===== config.mk =====
export PLATFORM = sky130hd
export DESIGN_NAME = tftCtrlTop
export DESIGN_NICKNAME = d
export VERILOG_FILES = /design/src/tftPkg.sv /design/src/initRom.sv /design/src/initSequencer.sv /design/src/frameStreamer.sv /design/src/busArbiter.sv /design/src/parallelWriter.sv /design/src/tftCtrlTop.sv
export SDC_FILE = /design/constraint.sdc
export NUM_CORES = 1
export LEC_CHECK = 0
export BUFFER_PORTS_ARGS = -buffer_cell sky130_fd_sc_hd__buf_2
export CAP_MARGIN = 20
export CELL_PAD_IN_SITES_DETAIL_PLACEMENT = 0
export CELL_PAD_IN_SITES_GLOBAL_PLACEMENT = 1
export CORE_MARGIN = 1
export CORE_UTILIZATION = 35
export DETAILED_ROUTE_END_ITERATION = 16
export PLACE_DENSITY = 0.64
export SKIP_CTS_REPAIR_TIMING = 1
export SYNTH_ARGS = -nofsm -noshare
export SYNTH_HDL_FRONTEND = slang
export SYNTH_SLANG_ARGS = --single-unit

===== constraint.sdc =====
create_clock -name clk -period 2.66 [get_ports clk]
set_input_delay 0.532 -clock clk [delete_from_list [all_inputs] [get_ports clk]]
set_output_delay 0.532 -clock clk [all_outputs]
set_load 0.01 [all_outputs]

===== src/tftPkg.sv =====
// shared types and constants for the ILI9341 8080-I parallel display controller
`default_nettype none

package tftPkg;

    // one byte on the panel bus, msb is the data/command flag (1 = data)
    typedef logic [8:0] busWord;

    // what an init ROM word means
    typedef enum logic [1:0]
    {
        byteEntry,
        delayEntry,
        endEntry
    } entryKind;

    // byte view: flag and byte go straight out on the bus
    typedef struct packed
    {
        entryKind   kind;
        logic       isData;
        logic [7:0] value;
    } entryByteView;

    // delay view: wait this many milliseconds before the next entry
    typedef struct packed
    {
        entryKind   kind;
        logic [8:0] ms;
    } entryDelayView;

    // kind sits in the same two top bits of both views
    typedef union packed
    {
        entryByteView  asByte;
        entryDelayView asDelay;
    } initEntry;

    // window commands sent at the start of each frame
    localparam logic [7:0] cmdColumnSet   = 8'h2A;
    localparam logic [7:0] cmdPageSet     = 8'h2B;
    localparam logic [7:0] cmdMemoryWrite = 8'h2C;

    localparam int initRomDepth = 16;

endpackage

`default_nettype wire


===== src/initRom.sv =====
// init ROM holding the ILI9341 power-up program as byte, delay and end entries
`timescale 1ns/1ps
`default_nettype none

module initRom
(
    input  wire logic [$clog2(tftPkg::initRomDepth)-1:0] index,
    output tftPkg::initEntry                             entry
);

    always_comb
    begin
        // unused slots read back as end markers
        entry = '0;
        entry.asByte.kind = tftPkg::endEntry;
        case (index)
            // software reset, panel needs 5 ms afterwards
            4'd0: entry.asByte = '{tftPkg::byteEntry, 1'b0, 8'h01};
            4'd1: entry.asDelay = '{tftPkg::delayEntry, 9'd5};
            // sleep out, 120 ms before any further command
            4'd2: entry.asByte = '{tftPkg::byteEntry, 1'b0, 8'h11};
            4'd3: entry.asDelay = '{tftPkg::delayEntry, 9'd120};
            // pixel format 16 bit per pixel
            4'd4: entry.asByte = '{tftPkg::byteEntry, 1'b0, 8'h3A};
            4'd5: entry.asByte = '{tftPkg::byteEntry, 1'b1, 8'h55};
            // memory access control, bgr order and column mirror
            4'd6: entry.asByte = '{tftPkg::byteEntry, 1'b0, 8'h36};
            4'd7: entry.asByte = '{tftPkg::byteEntry, 1'b1, 8'h48};
            // display on
            4'd8: entry.asByte = '{tftPkg::byteEntry, 1'b0, 8'h29};
            4'd9: entry.asDelay = '{tftPkg::delayEntry, 9'd10};
            4'd10: entry.asByte = '{tftPkg::endEntry, 1'b0, 8'h00};
            default:
            begin
                entry.asByte = '{tftPkg::endEntry, 1'b0, 8'h00};
            end
        endcase
    end

endmodule

`default_nettype wire


===== src/initSequencer.sv =====
// init sequencer: panel reset hold, ROM walk with ms delays, then init-done flag
`timescale 1ns/1ps
`default_nettype none

module initSequencer
#(
    parameter int msTicks    = 50000,
    parameter int resetTicks = 500000
)
(
    input  wire logic           clk,
    input  wire logic           reset,
    output logic                seqCyc,
    output logic                seqStb,
    output tftPkg::busWord      seqDat,
    input  wire logic           seqAck,
    output logic                initDone,
    output logic                tftReset
);

    // counter must hold the reset hold time or the largest ms count
    localparam int countWidth = $clog2(resetTicks + 512);
    localparam int prescaleWidth = $clog2(msTicks + 1);
    localparam int indexWidth = $clog2(tftPkg::initRomDepth);

    typedef enum logic [2:0]
    {
        resetHold,
        fetch,
        send,
        delay,
        done
    } seqState;

    seqState                  state;
    logic [indexWidth-1:0]    romIndex;
    logic [countWidth-1:0]    delayCount;
    logic [prescaleWidth-1:0] prescale;
    tftPkg::initEntry         romEntry;

    initRom u_initRom
    (
        .index (romIndex),
        .entry (romEntry)
    );

    always_ff @(posedge clk or posedge reset)
    begin
        if (reset)
        begin
            state      <= resetHold;
            romIndex   <= '0;
            delayCount <= countWidth'(resetTicks - 1);
            prescale   <= '0;
            seqCyc     <= 1'b0;
            seqStb     <= 1'b0;
            initDone   <= 1'b0;
            tftReset   <= 1'b0;
        end
        else
        begin
            case (state)
                // panel reset counts raw clock cycles, no prescale
                resetHold:
                begin
                    if (delayCount == '0)
                    begin
                        tftReset <= 1'b1;
                        state    <= fetch;
                    end
                    else
                    begin
                        delayCount <= delayCount - 1'b1;
                    end
                end
                fetch:
                begin
                    case (romEntry.asByte.kind)
                        tftPkg::byteEntry:
                        begin
                            seqCyc <= 1'b1;
                            seqStb <= 1'b1;
                            state  <= send;
                        end
                        tftPkg::delayEntry:
                        begin
                            delayCount <= countWidth'(romEntry.asDelay.ms - 9'd1);
                            prescale   <= '0;
                            state      <= delay;
                        end
                        default:
                        begin
                            initDone <= 1'b1;
                            state    <= done;
                        end
                    endcase
                end
                // hold the word until the writer acks it
                send:
                begin
                    if (seqAck)
                    begin
                        seqCyc   <= 1'b0;
                        seqStb   <= 1'b0;
                        romIndex <= romIndex + 1'b1;
                        state    <= fetch;
                    end
                end
                // count one ms per prescale wrap
                delay:
                begin
                    if (prescale == prescaleWidth'(msTicks - 1))
                    begin
                        prescale <= '0;
                        if (delayCount == '0)
                        begin
                            romIndex <= romIndex + 1'b1;
                            state    <= fetch;
                        end
                        else
                        begin
                            delayCount <= delayCount - 1'b1;
                        end
                    end
                    else
                    begin
                        prescale <= prescale + 1'b1;
                    end
                end
                default:
                begin
                    state <= done;
                end
            endcase
        end
    end

    // bus word is picked up from the byte view when a send starts
    always_ff @(posedge clk)
    begin
        if (state == fetch)
        begin
            seqDat <= {romEntry.asByte.isData, romEntry.asByte.value};
        end
    end

endmodule

`default_nettype wire


===== src/frameStreamer.sv =====
// frame streamer: window commands per frame, then RGB565 pixels from the source
`timescale 1ns/1ps
`default_nettype none

module frameStreamer
#(
    parameter int frameWidth  = 240,
    parameter int frameHeight = 320
)
(
    input  wire logic        clk,
    input  wire logic        reset,
    input  wire logic        initDone,
    output logic             strCyc,
    output logic             strStb,
    output tftPkg::busWord   strDat,
    input  wire logic        strAck,
    input  wire logic [15:0] pixelData,
    input  wire logic        pixelValid,
    output logic             pixelReady
);

    localparam int pixelTotal = frameWidth * frameHeight;
    localparam int pixelWidth = $clog2(pixelTotal + 1);
    localparam logic [15:0] lastColumn = 16'(frameWidth - 1);
    localparam logic [15:0] lastPage = 16'(frameHeight - 1);
    localparam logic [3:0] windowLast = 4'd10;

    typedef enum logic [1:0]
    {
        frameStart,
        window,
        pixels
    } strState;

    strState               state;
    logic [3:0]            phase;
    logic [pixelWidth-1:0] pixelCount;
    logic                  lowHalf;

    // eleven window bytes, start coordinates are always zero
    function automatic tftPkg::busWord windowByte(input logic [3:0] step);
        case (step)
            4'd0: return {1'b0, tftPkg::cmdColumnSet};
            4'd3: return {1'b1, lastColumn[15:8]};
            4'd4: return {1'b1, lastColumn[7:0]};
            4'd5: return {1'b0, tftPkg::cmdPageSet};
            4'd8: return {1'b1, lastPage[15:8]};
            4'd9: return {1'b1, lastPage[7:0]};
            4'd10: return {1'b0, tftPkg::cmdMemoryWrite};
            default: return {1'b1, 8'h00};
        endcase
    endfunction

    always_ff @(posedge clk or posedge reset)
    begin
        if (reset)
        begin
            state      <= frameStart;
            phase      <= '0;
            pixelCount <= '0;
            lowHalf    <= 1'b0;
            strCyc     <= 1'b0;
            strStb     <= 1'b0;
            pixelReady <= 1'b0;
        end
        else
        begin
            pixelReady <= 1'b0;
            case (state)
                // wait for the panel to finish init, then open the window
                frameStart:
                begin
                    if (initDone)
                    begin
                        phase  <= '0;
                        strDat <= windowByte(4'd0);
                        strCyc <= 1'b1;
                        strStb <= 1'b1;
                        state  <= window;
                    end
                end
                window:
                begin
                    if (strAck)
                    begin
                        if (phase == windowLast)
                        begin
                            strCyc     <= 1'b0;
                            strStb     <= 1'b0;
                            pixelCount <= '0;
                            state      <= pixels;
                        end
                        else
                        begin
                            phase  <= phase + 1'b1;
                            strDat <= windowByte(phase + 1'b1);
                        end
                    end
                end
                default:
                begin
                    // pixelReady high means the source is still swapping in the next pixel
                    if (!strCyc && pixelValid && !pixelReady)
                    begin
                        strDat  <= {1'b1, pixelData[15:8]};
                        lowHalf <= 1'b0;
                        strCyc  <= 1'b1;
                        strStb  <= 1'b1;
                    end
                    else if (strAck && !lowHalf)
                    begin
                        strDat  <= {1'b1, pixelData[7:0]};
                        lowHalf <= 1'b1;
                    end
                    else if (strAck)
                    begin
                        // low byte done, pixel consumed
                        strCyc     <= 1'b0;
                        strStb     <= 1'b0;
                        pixelReady <= 1'b1;
                        pixelCount <= pixelCount + 1'b1;
                        if (pixelCount == pixelWidth'(pixelTotal - 1))
                        begin
                            state <= frameStart;
                        end
                    end
                end
            endcase
        end
    end

endmodule

`default_nettype wire


===== src/busArbiter.sv =====
// bus arbiter: fixed priority between init sequencer and frame streamer
`timescale 1ns/1ps
`default_nettype none

module busArbiter
(
    input  wire logic           clk,
    input  wire logic           reset,
    input  wire logic           seqCyc,
    input  wire logic           seqStb,
    input  wire tftPkg::busWord seqDat,
    output logic                seqAck,
    input  wire logic           strCyc,
    input  wire logic           strStb,
    input  wire tftPkg::busWord strDat,
    output logic                strAck,
    output logic                busCyc,
    output logic                busStb,
    output tftPkg::busWord      busDat,
    input  wire logic           busAck
);

    // 0 = sequencer owns the writer, 1 = streamer
    logic strOwner;
    logic ownerCyc;

    assign ownerCyc = strOwner ? strCyc : seqCyc;

    // grant may only move while the current owner is idle
    always_ff @(posedge clk or posedge reset)
    begin
        if (reset)
        begin
            strOwner <= 1'b0;
        end
        else if (!ownerCyc)
        begin
            if (seqCyc)
            begin
                strOwner <= 1'b0;
            end
            else if (strCyc)
            begin
                strOwner <= 1'b1;
            end
        end
    end

    // request mux toward the writer
    assign busCyc = ownerCyc;
    assign busStb = strOwner ? strStb : seqStb;
    assign busDat = strOwner ? strDat : seqDat;

    // ack only reaches the owner
    assign seqAck = busAck & ~strOwner;
    assign strAck = busAck & strOwner;

endmodule

`default_nettype wire


===== src/parallelWriter.sv =====
// parallel writer: one bus word becomes one timed 8080-I write strobe
`timescale 1ns/1ps
`default_nettype none

module parallelWriter
#(
    parameter int wrLowTicks  = 2,
    parameter int wrHighTicks = 2
)
(
    input  wire logic           clk,
    input  wire logic           reset,
    input  wire logic           busCyc,
    input  wire logic           busStb,
    input  wire tftPkg::busWord busDat,
    output logic                busAck,
    output logic [7:0]          tftData,
    output logic                tftDataCmd,
    output logic                tftChipSelect,
    output logic                tftWrite
);

    localparam int tickWidth = $clog2((wrLowTicks > wrHighTicks ? wrLowTicks : wrHighTicks) + 1);

    typedef enum logic [1:0]
    {
        idle,
        strobeLow,
        strobeHigh
    } wrPhase;

    wrPhase               phase;
    logic [tickWidth-1:0] tickCount;

    // ack in the last cycle of the high phase
    assign busAck = (phase == strobeHigh) && (tickCount == tickWidth'(wrHighTicks - 1));

    always_ff @(posedge clk or posedge reset)
    begin
        if (reset)
        begin
            phase         <= idle;
            tickCount     <= '0;
            tftChipSelect <= 1'b1;
            tftWrite      <= 1'b1;
        end
        else
        begin
            case (phase)
                idle:
                begin
                    if (busCyc && busStb)
                    begin
                        tftChipSelect <= 1'b0;
                        tftWrite      <= 1'b0;
                        tickCount     <= '0;
                        phase         <= strobeLow;
                    end
                    else if (!busCyc)
                    begin
                        tftChipSelect <= 1'b1;
                    end
                end
                // panel samples on the rising edge at the end of this phase
                strobeLow:
                begin
                    if (tickCount == tickWidth'(wrLowTicks - 1))
                    begin
                        tftWrite  <= 1'b1;
                        tickCount <= '0;
                        phase     <= strobeHigh;
                    end
                    else
                    begin
                        tickCount <= tickCount + 1'b1;
                    end
                end
                default:
                begin
                    if (busAck)
                    begin
                        phase <= idle;
                    end
                    else
                    begin
                        tickCount <= tickCount + 1'b1;
                    end
                end
            endcase
        end
    end

    // byte and flag latched as the strobe falls, stable through the low phase
    always_ff @(posedge clk)
    begin
        if ((phase == idle) && busCyc && busStb)
        begin
            tftDataCmd <= busDat[8];
            tftData    <= busDat[7:0];
        end
    end

endmodule

`default_nettype wire


===== src/tftCtrlTop.sv =====
// top level of the ILI9341 controller, sets timing and frame parameters
`timescale 1ns/1ps
`default_nettype none

module tftCtrlTop
#(
    parameter int frameWidth  = 240,
    parameter int frameHeight = 320,
    parameter int msTicks     = 50000,
    // 10 ms of panel reset at 50 MHz
    parameter int resetTicks  = 500000,
    parameter int wrLowTicks  = 2,
    parameter int wrHighTicks = 2
)
(
    input  wire logic        clk,
    input  wire logic        reset,
    input  wire logic [15:0] pixelData,
    input  wire logic        pixelValid,
    output logic             pixelReady,
    output logic [7:0]       tftData,
    output logic             tftDataCmd,
    output logic             tftChipSelect,
    output logic             tftWrite,
    output logic             tftReset
);

    logic           seqCyc;
    logic           seqStb;
    tftPkg::busWord seqDat;
    logic           seqAck;
    logic           strCyc;
    logic           strStb;
    tftPkg::busWord strDat;
    logic           strAck;
    logic           busCyc;
    logic           busStb;
    tftPkg::busWord busDat;
    logic           busAck;
    logic           initDone;

    initSequencer #(.msTicks(msTicks), .resetTicks(resetTicks)) u_initSequencer
    (
        .clk      (clk),
        .reset    (reset),
        .seqCyc   (seqCyc),
        .seqStb   (seqStb),
        .seqDat   (seqDat),
        .seqAck   (seqAck),
        .initDone (initDone),
        .tftReset (tftReset)
    );

    frameStreamer #(.frameWidth(frameWidth), .frameHeight(frameHeight)) u_frameStreamer
    (
        .clk        (clk),
        .reset      (reset),
        .initDone   (initDone),
        .strCyc     (strCyc),
        .strStb     (strStb),
        .strDat     (strDat),
        .strAck     (strAck),
        .pixelData  (pixelData),
        .pixelValid (pixelValid),
        .pixelReady (pixelReady)
    );

    // sequencer wins when both ask, though in practice they never overlap
    busArbiter u_busArbiter
    (
        .clk    (clk),
        .reset  (reset),
        .seqCyc (seqCyc),
        .seqStb (seqStb),
        .seqDat (seqDat),
        .seqAck (seqAck),
        .strCyc (strCyc),
        .strStb (strStb),
        .strDat (strDat),
        .strAck (strAck),
        .busCyc (busCyc),
        .busStb (busStb),
        .busDat (busDat),
        .busAck (busAck)
    );

    parallelWriter #(.wrLowTicks(wrLowTicks), .wrHighTicks(wrHighTicks)) u_parallelWriter
    (
        .clk           (clk),
        .reset         (reset),
        .busCyc        (busCyc),
        .busStb        (busStb),
        .busDat        (busDat),
        .busAck        (busAck),
        .tftData       (tftData),
        .tftDataCmd    (tftDataCmd),
        .tftChipSelect (tftChipSelect),
        .tftWrite      (tftWrite)
    );

endmodule

`default_nettype wire


==> results.sh, run 1 <==
export IMPL_dr_wl_met2_mm=6.72
export IMPL_tritoncts="built"
export IMPL_fmax_mhz=403
export IMPL_pwr_density_cell_nw_per_um2=432
export IMPL_grt_overflow=0
export IMPL_synth_cells=648
export IMPL_status="finished clean"
export IMPL_critPathMaxStageDelay_ns=0.55
export IMPL_synth_seq_cells=104
export IMPL_dr_max_layer_used="met4"
export IMPL_grt_first_pass_wirelength_mm=24.2
export IMPL_design_area_um2=6870
export IMPL_dr_pass1_iters=5
export IMPL_clkSinkCount=104
export IMPL_drive_above_1_share=0.176
export IMPL_synth_top_area_frac=0.269
export IMPL_grt_start_max_net_pins=41
export IMPL_rows=47
export IMPL_dieWidth_um=134
export IMPL_fin_setup_tns_ns=0
export IMPL_hold_viol=0
export IMPL_hpwl_mm=10.5
export IMPL_utilization=0.410
export IMPL_clock_path_buffers=2
export IMPL_core_um2=16800
export IMPL_synthesis_nets=683
export IMPL_first_iter_violations=440
export IMPL_synth_edf_count=26
export IMPL_final_cells=915
export IMPL_via_per_inst=5.47
export IMPL_fin_crit_sh=0.933
export IMPL_worstSetupPathType="reg2reg"
export IMPL_slew_headroom=0.560
export IMPL_cp_arrival_ns=2.76
export IMPL_synth_warning_count=0
export IMPL_synth_common_cells="65 x dfrtp_1, 61 x nand2_1, 55 x o21ai_0"
export IMPL_wl_met1_mm=7.01
export IMPL_crit_slowest_cell="or4_1"
export IMPL_insertion_delay_ns=0.35
export IMPL_start_util=0.361
export IMPL_slew_violations=0
export IMPL_yosysMostFrequentCell="dfrtp_1"
export IMPL_synth_top_cell_by_area="dfrtp_1"
export IMPL_path_delay_family="simple AND/OR/NAND/NOR gates"
export IMPL_drcViolationCount=0
export IMPL_cts_root_buffer="clkbuf_16"
export IMPL_ioPinCount=32
export IMPL_num_vias=5003
export IMPL_drv_cap=0
export IMPL_placed_cell_area_um2=6580
export IMPL_crit_path_cell_trace="inv_1 -> ha_1 -> and4b_1 -> nand4_1 -> a21o_1 -> or4_1 -> a21oi_1"
export IMPL_antennaDiodeCount=0
export IMPL_p_leak_nw=2.92
export IMPL_rsz0062_at_grt="no"
export IMPL_clkTransAtPathRegs_ns=0.07
export IMPL_synth_area_um2=6050
export IMPL_htreeDepth=3
export IMPL_avgSynthCellArea_um2=9.34
export IMPL_dieArea_um2=17800
export IMPL_fillers=1661
export IMPL_dp_cells=898
export IMPL_die_height_um=134
export IMPL_wirelength_mm=14.6
export IMPL_grt_antenna_before_repair=0
export IMPL_fin_skew_ns=0.00550
export IMPL_synth_distinct_cells=78
export IMPL_io_buffers=31
export IMPL_grt_util_all_layers=0.172
export IMPL_grt_pass1_vias=4813
export IMPL_worst_hold_slack_ns=0.0196
export IMPL_syn2layout_area_growth_pct=13.4
export IMPL_cp_buffers_inverters=1
export IMPL_place_congestion=0.817
export IMPL_async_reset_ff_frac=0.750
export IMPL_setup_viol=0
export IMPL_startpoint_type="flop"
export IMPL_synth_seq_area_share=0.454
export IMPL_ir_drop_v=0.000419
export IMPL_wl_met3_um=685
export IMPL_end_kind="flop"
export IMPL_worst_ep_required_time_ns=2.94
export IMPL_critPathMaxFanout=17
export IMPL_worstMarginPinSlew_ns=0.658
export IMPL_nets=725
export IMPL_numCtsBuffers=9
export IMPL_ys_flop_type="dfrtp_1"
export IMPL_synthTopCellsByArea="dfrtp_1 27%, edfxtp_1 13%, dfstp_2 5.6%, o21ai_0 4.5%, nand2_1 3.8%"
export IMPL_routedWlPerCell_um=16.0
export IMPL_period_needed_ns=2.48
export IMPL_hp_class="in2async"
export IMPL_antenna_left=0
-- sequential cells by signal (all words and copies together), names as in the netlist, 3 cells and up --
signal	count
u_initSequencer.seqDat	8
u_initSequencer.delayCount	19
u_initSequencer.romIndex	4
u_initSequencer.state	3
u_frameStreamer.phase	4
u_frameStreamer.strDat	9
u_parallelWriter.tftData	8
u_frameStreamer.pixelCount	17
u_initSequencer.prescale	16
-- routing by layer --
layer,global-route usage,vias up
met1,0.227,2389
met3,0.0438,13
li1,-,2481
met4,0.0473,0
met5,0,-
met2,0.277,120
-- worst reg2reg max path: stages, from the launching register on --
cell     delay, ns
dfrtp_1       0.40
inv_1         0.06
ha_1          0.17
and4b_1       0.35
nand4_1       0.31
a21o_1        0.42
or4_1         0.55
a21oi_1       0.15
-- placed cells by master (no fill, tap or decap), drive strengths merged, types with 4 or more instances in the layout --
master	n
dfrtp	65
buf	65
nand2	61
o21ai	56
nor2	44
a21oi	36
inv	34
nand3	30
edfxtp	26
nor3	20
o31ai	18
ha	16
or3	16
dfstp	13
nand4	12
xnor2	10
mux2	10
a21o	9
nand2b	9
clkbuf	9
nor4	8
nor2b	7
or4	7
and3	7
mux2i	7
nand3b	6
a31oi	6
xor2	5
o31a	5
nor3b	5
a311oi	4
or2	4
a211oi	4
o22a	4
clkinv	4
-- logic make-up (layout without fill, tap and decap cells) --
logic type      after synthesis  in the layout  synth area share
buf+inv                      66            113            0.0473
flops                       104            104             0.454
compound gates              178            178             0.192
mux                          17             17            0.0302
simple gates                251            251             0.220
xor+xnor                     15             15            0.0217
fa+ha+maj                    17             17            0.0347
-- report_power, final --
| group | internal (mW) | switching, mW |
|---|---|---|
| Combinational | 0.0138 | 0.0311 |
| Sequential | 1.63 | 0 |
| Clock | 0.654 | 0.641 |
-- area by class of cell --
type                       count  area [um2]  area share
inverter                      32         121      0.0177
timing repair buffer          65         408      0.0594
multi-input combinational    478        3030       0.441
clock inverter                 7        62.6     0.00911
clock buffer                   9         225      0.0328
sequential                   104        2750       0.400
tap                          220         275      0.0401
-- final timing paths --
kind,startpoint,to,slack [ns],cells past startpoint
max reg2reg,u_parallelWriter.tickCount[1],u_frameStreamer.pixelCount[14],0.18,7
max,u_parallelWriter.tickCount[1],u_frameStreamer.pixelCount[14],0.18,7
min reg2reg,u_initSequencer.delayCount[17],u_initSequencer.delayCount[17],0.48,2
min,reset,u_frameStreamer.lowHalf,0.02,2
min in group clk,u_initSequencer.delayCount[17],u_initSequencer.delayCount[17],0.48,2
max in group asynchronous,reset,u_parallelWriter.tftWrite,1.95,3
-- metrics by stage --
| stage | total power, mW | worst slack [ns] |
|---|---|---|
| after global routing | 3.09 | 0.00281 |
| after floorplan | 1.68 | 0.154 |
| after detailed placement | 1.71 | 0.147 |
| after global placement | 1.71 | 0.281 |
| after CTS | 3.03 | 0.153 |
| final | 2.97 | 0.179 |
Power figures use the tool's default switching activity.
==> run 2, diff against run 1 <==
- PLACE_DENSITY: 0.64 -> 0.61
- clock period: 2.66 -> 3.04 ns (I/O delays scaled with it)
==> results.sh, run 2 (same netlist as run 1, synthesis figures left out) <==
export IMPL_design_area_um2=6810
export IMPL_crit_path_cell_trace="inv_1 -> ha_1 -> nor4bb_1 -> buf_4 -> nand3b_1 -> o311ai_2 -> buf_4 -> o31ai_1 -> o41ai_2"
export IMPL_setup_viol=0
export IMPL_ioPinCount=32
export IMPL_hold_viol=0
export IMPL_rsz0062_at_grt="no"
export IMPL_top_register="u_initSequencer.delayCount"
export IMPL_status="finished clean"
export IMPL_numCtsBuffers=9
export IMPL_hp_class="in2async"
export IMPL_wl_met1_mm=7.22
export IMPL_place_congestion=0.778
export IMPL_slew_headroom=0.445
export IMPL_worst_hold_slack_ns=0.378
export IMPL_fmax_mhz=372
export IMPL_fin_setup_tns_ns=0
export IMPL_worstSetupPathType="reg2reg"
export IMPL_final_common_cell="dfrtp_1"
export IMPL_drive_above_1_share=0.159
export IMPL_pwr_density_cell_nw_per_um2=401
export IMPL_clkSinkCount=104
export IMPL_cp_common_cell="buf_4"
export IMPL_nets=711
export IMPL_antennaDiodeCount=0
export IMPL_clock_path_buffers=2
export IMPL_largest_reg_flops=19
export IMPL_placed_cell_area_um2=6490
export IMPL_slew_violations=0
export IMPL_rr_worst_depth=9
export IMPL_p_int_mw=2.10
export IMPL_startpoint_type="flop"
export IMPL_power_frac_comb=0.015
export IMPL_worst_ep_required_time_ns=3.28
export IMPL_drv_cap=0
export IMPL_grt_antenna_before_repair=0
export IMPL_tritoncts="built"
export IMPL_start_util=0.361
export IMPL_fin_skew_ns=0.0103
export IMPL_rows=47
export IMPL_top_regs="u_initSequencer.delayCount: 19 flops, u_frameStreamer.pixelCount: 17 flops, u_initSequencer.prescale: 16 flops"
export IMPL_grt_start_max_net_pins=41
export IMPL_timing_rr_start="u_initSequencer.romIndex[1]"
export IMPL_via_per_inst=5.53
export IMPL_reg2reg_to="u_initSequencer.delayCount[9]"
export IMPL_wl_met3_um=509
export IMPL_critPathMaxFanout=12
export IMPL_antenna_left=0
export IMPL_grt_util_all_layers=0.173
export IMPL_grt_pass1_vias=4856
export IMPL_first_iter_violations=287
export IMPL_crit_slowest_cell="dfrtp_1"
export IMPL_htreeDepth=3
export IMPL_swShare=0.230
export IMPL_dieArea_um2=17800
export IMPL_wirelength_mm=14.7
export IMPL_dr_pass1_iters=5
export IMPL_grt_first_pass_wirelength_mm=24.8
export IMPL_clkPwrFrac=0.463
export IMPL_utilization=0.406
export IMPL_routedWlPerCell_um=16.3
export IMPL_critPathMaxStageDelay_ns=0.51
export IMPL_insertion_delay_ns=0.36
export IMPL_cp_buffers_inverters=3
export IMPL_seq_power_share=0.521
export IMPL_num_vias=4983
export IMPL_io_buffers=31
export IMPL_drcViolationCount=0
export IMPL_die_height_um=134
export IMPL_syn2layout_area_growth_pct=12.5
export IMPL_p_sw_mw=0.629
export IMPL_clkTransAtPathRegs_ns=0.08
export IMPL_p_leak_nw=2.88
export IMPL_dr_max_layer_used="met4"
export IMPL_hpwl_mm=10.3
export IMPL_fin_crit_sh=0.884
export IMPL_grt_overflow=0
export IMPL_core_um2=16800
export IMPL_dr_wl_met2_mm=6.77
export IMPL_worstMarginPinSlew_ns=0.827
export IMPL_dieWidth_um=134
export IMPL_period_needed_ns=2.69
export IMPL_cts_root_buffer="clkbuf_16"
export IMPL_ir_drop_v=0.000346
export IMPL_layout_common_cells="65 x dfrtp_1, 61 x nand2_1, 55 x o21ai_0, 44 x nor2_1, 35 x a21oi_1"
export IMPL_cp_arrival_ns=2.92
export IMPL_end_kind="flop"
export IMPL_path_delay_family="compound AO/OA/AOI/OAI gates"
export IMPL_r2r_slack_ns=0.35
-- run 2: cell types whose count changed in the layout (fill, tap and decap cells not counted), sizes merged --
cell and change:
clkinvlp -1, buf -14, clkinv -1, bufinv +1
inv +1
-- run 2: per-stage QoR --
stage,setup WS [ns],power (mW),instances
finish,0.352,2.73,901
global placement,0.441,1.50,885
floorplan,0.458,1.47,648
detailed placement,0.377,1.50,885
CTS,0.352,2.78,901
global route,0.0708,2.83,901
-- run 2: metal layers --
layer,vias up,GRT usage
met2,96,0.279
met3,9,0.0308
met5,-,0
met1,2429,0.236
li1,2449,-
met4,0,0.0499
-- run 2: cell type report --
cell class	instances	area (um2)
Fill cell	1668	9950
Sequential cell	104	2750
Clock buffer	9	225
Clock inverter	7	95.1
Timing Repair Buffer	51	318
Tap cell	220	275
Multi-Input combinational cell	478	3030
Inverter	32	121
-- run 2: how the worst max path moves through the flow --
| stage | startpoint | to | slack, ns | depth (start not counted) |
|---|---|---|---|---|
| 3_3_place_gp | u_initSequencer.romIndex[1] | u_initSequencer.delayCount[9] | 0.44 | 9 |
| 3_5_place_dp | u_parallelWriter.tickCount[0] | u_frameStreamer.pixelCount[16] | 0.38 | 6 |
| 2_1_floorplan | reset | u_busArbiter.strOwner | 0.46 | 1 |
| 4_1_cts | u_initSequencer.romIndex[1] | u_initSequencer.delayCount[9] | 0.35 | 9 |
| 6_report | u_initSequencer.romIndex[1] | u_initSequencer.delayCount[9] | 0.35 | 9 |
| 5_1_grt | u_initSequencer.romIndex[1] | u_initSequencer.delayCount[14] | 0.07 | 9 |
-- run 2: worst reg2reg max path, stage by stage (launching register included) --
cell and delay [ns]:
dfrtp_1 0.51, inv_1 0.15, ha_1 0.29, nor4bb_1 0.36, buf_4 0.18, nand3b_1 0.11
o311ai_2 0.24, buf_4 0.28, o31ai_1 0.31, o41ai_2 0.12
-- run 2: power by group through the flow --
stage | sequential (mW) | clock (mW) | combinational (mW)
after detailed placement | 1.45 | 0 | 0.0434
after global routing | 1.43 | 1.35 | 0.0483
after floorplan | 1.45 | 0 | 0.0189
after CTS | 1.42 | 1.31 | 0.0435
after global placement | 1.45 | 0 | 0.0436
final | 1.43 | 1.27 | 0.0413
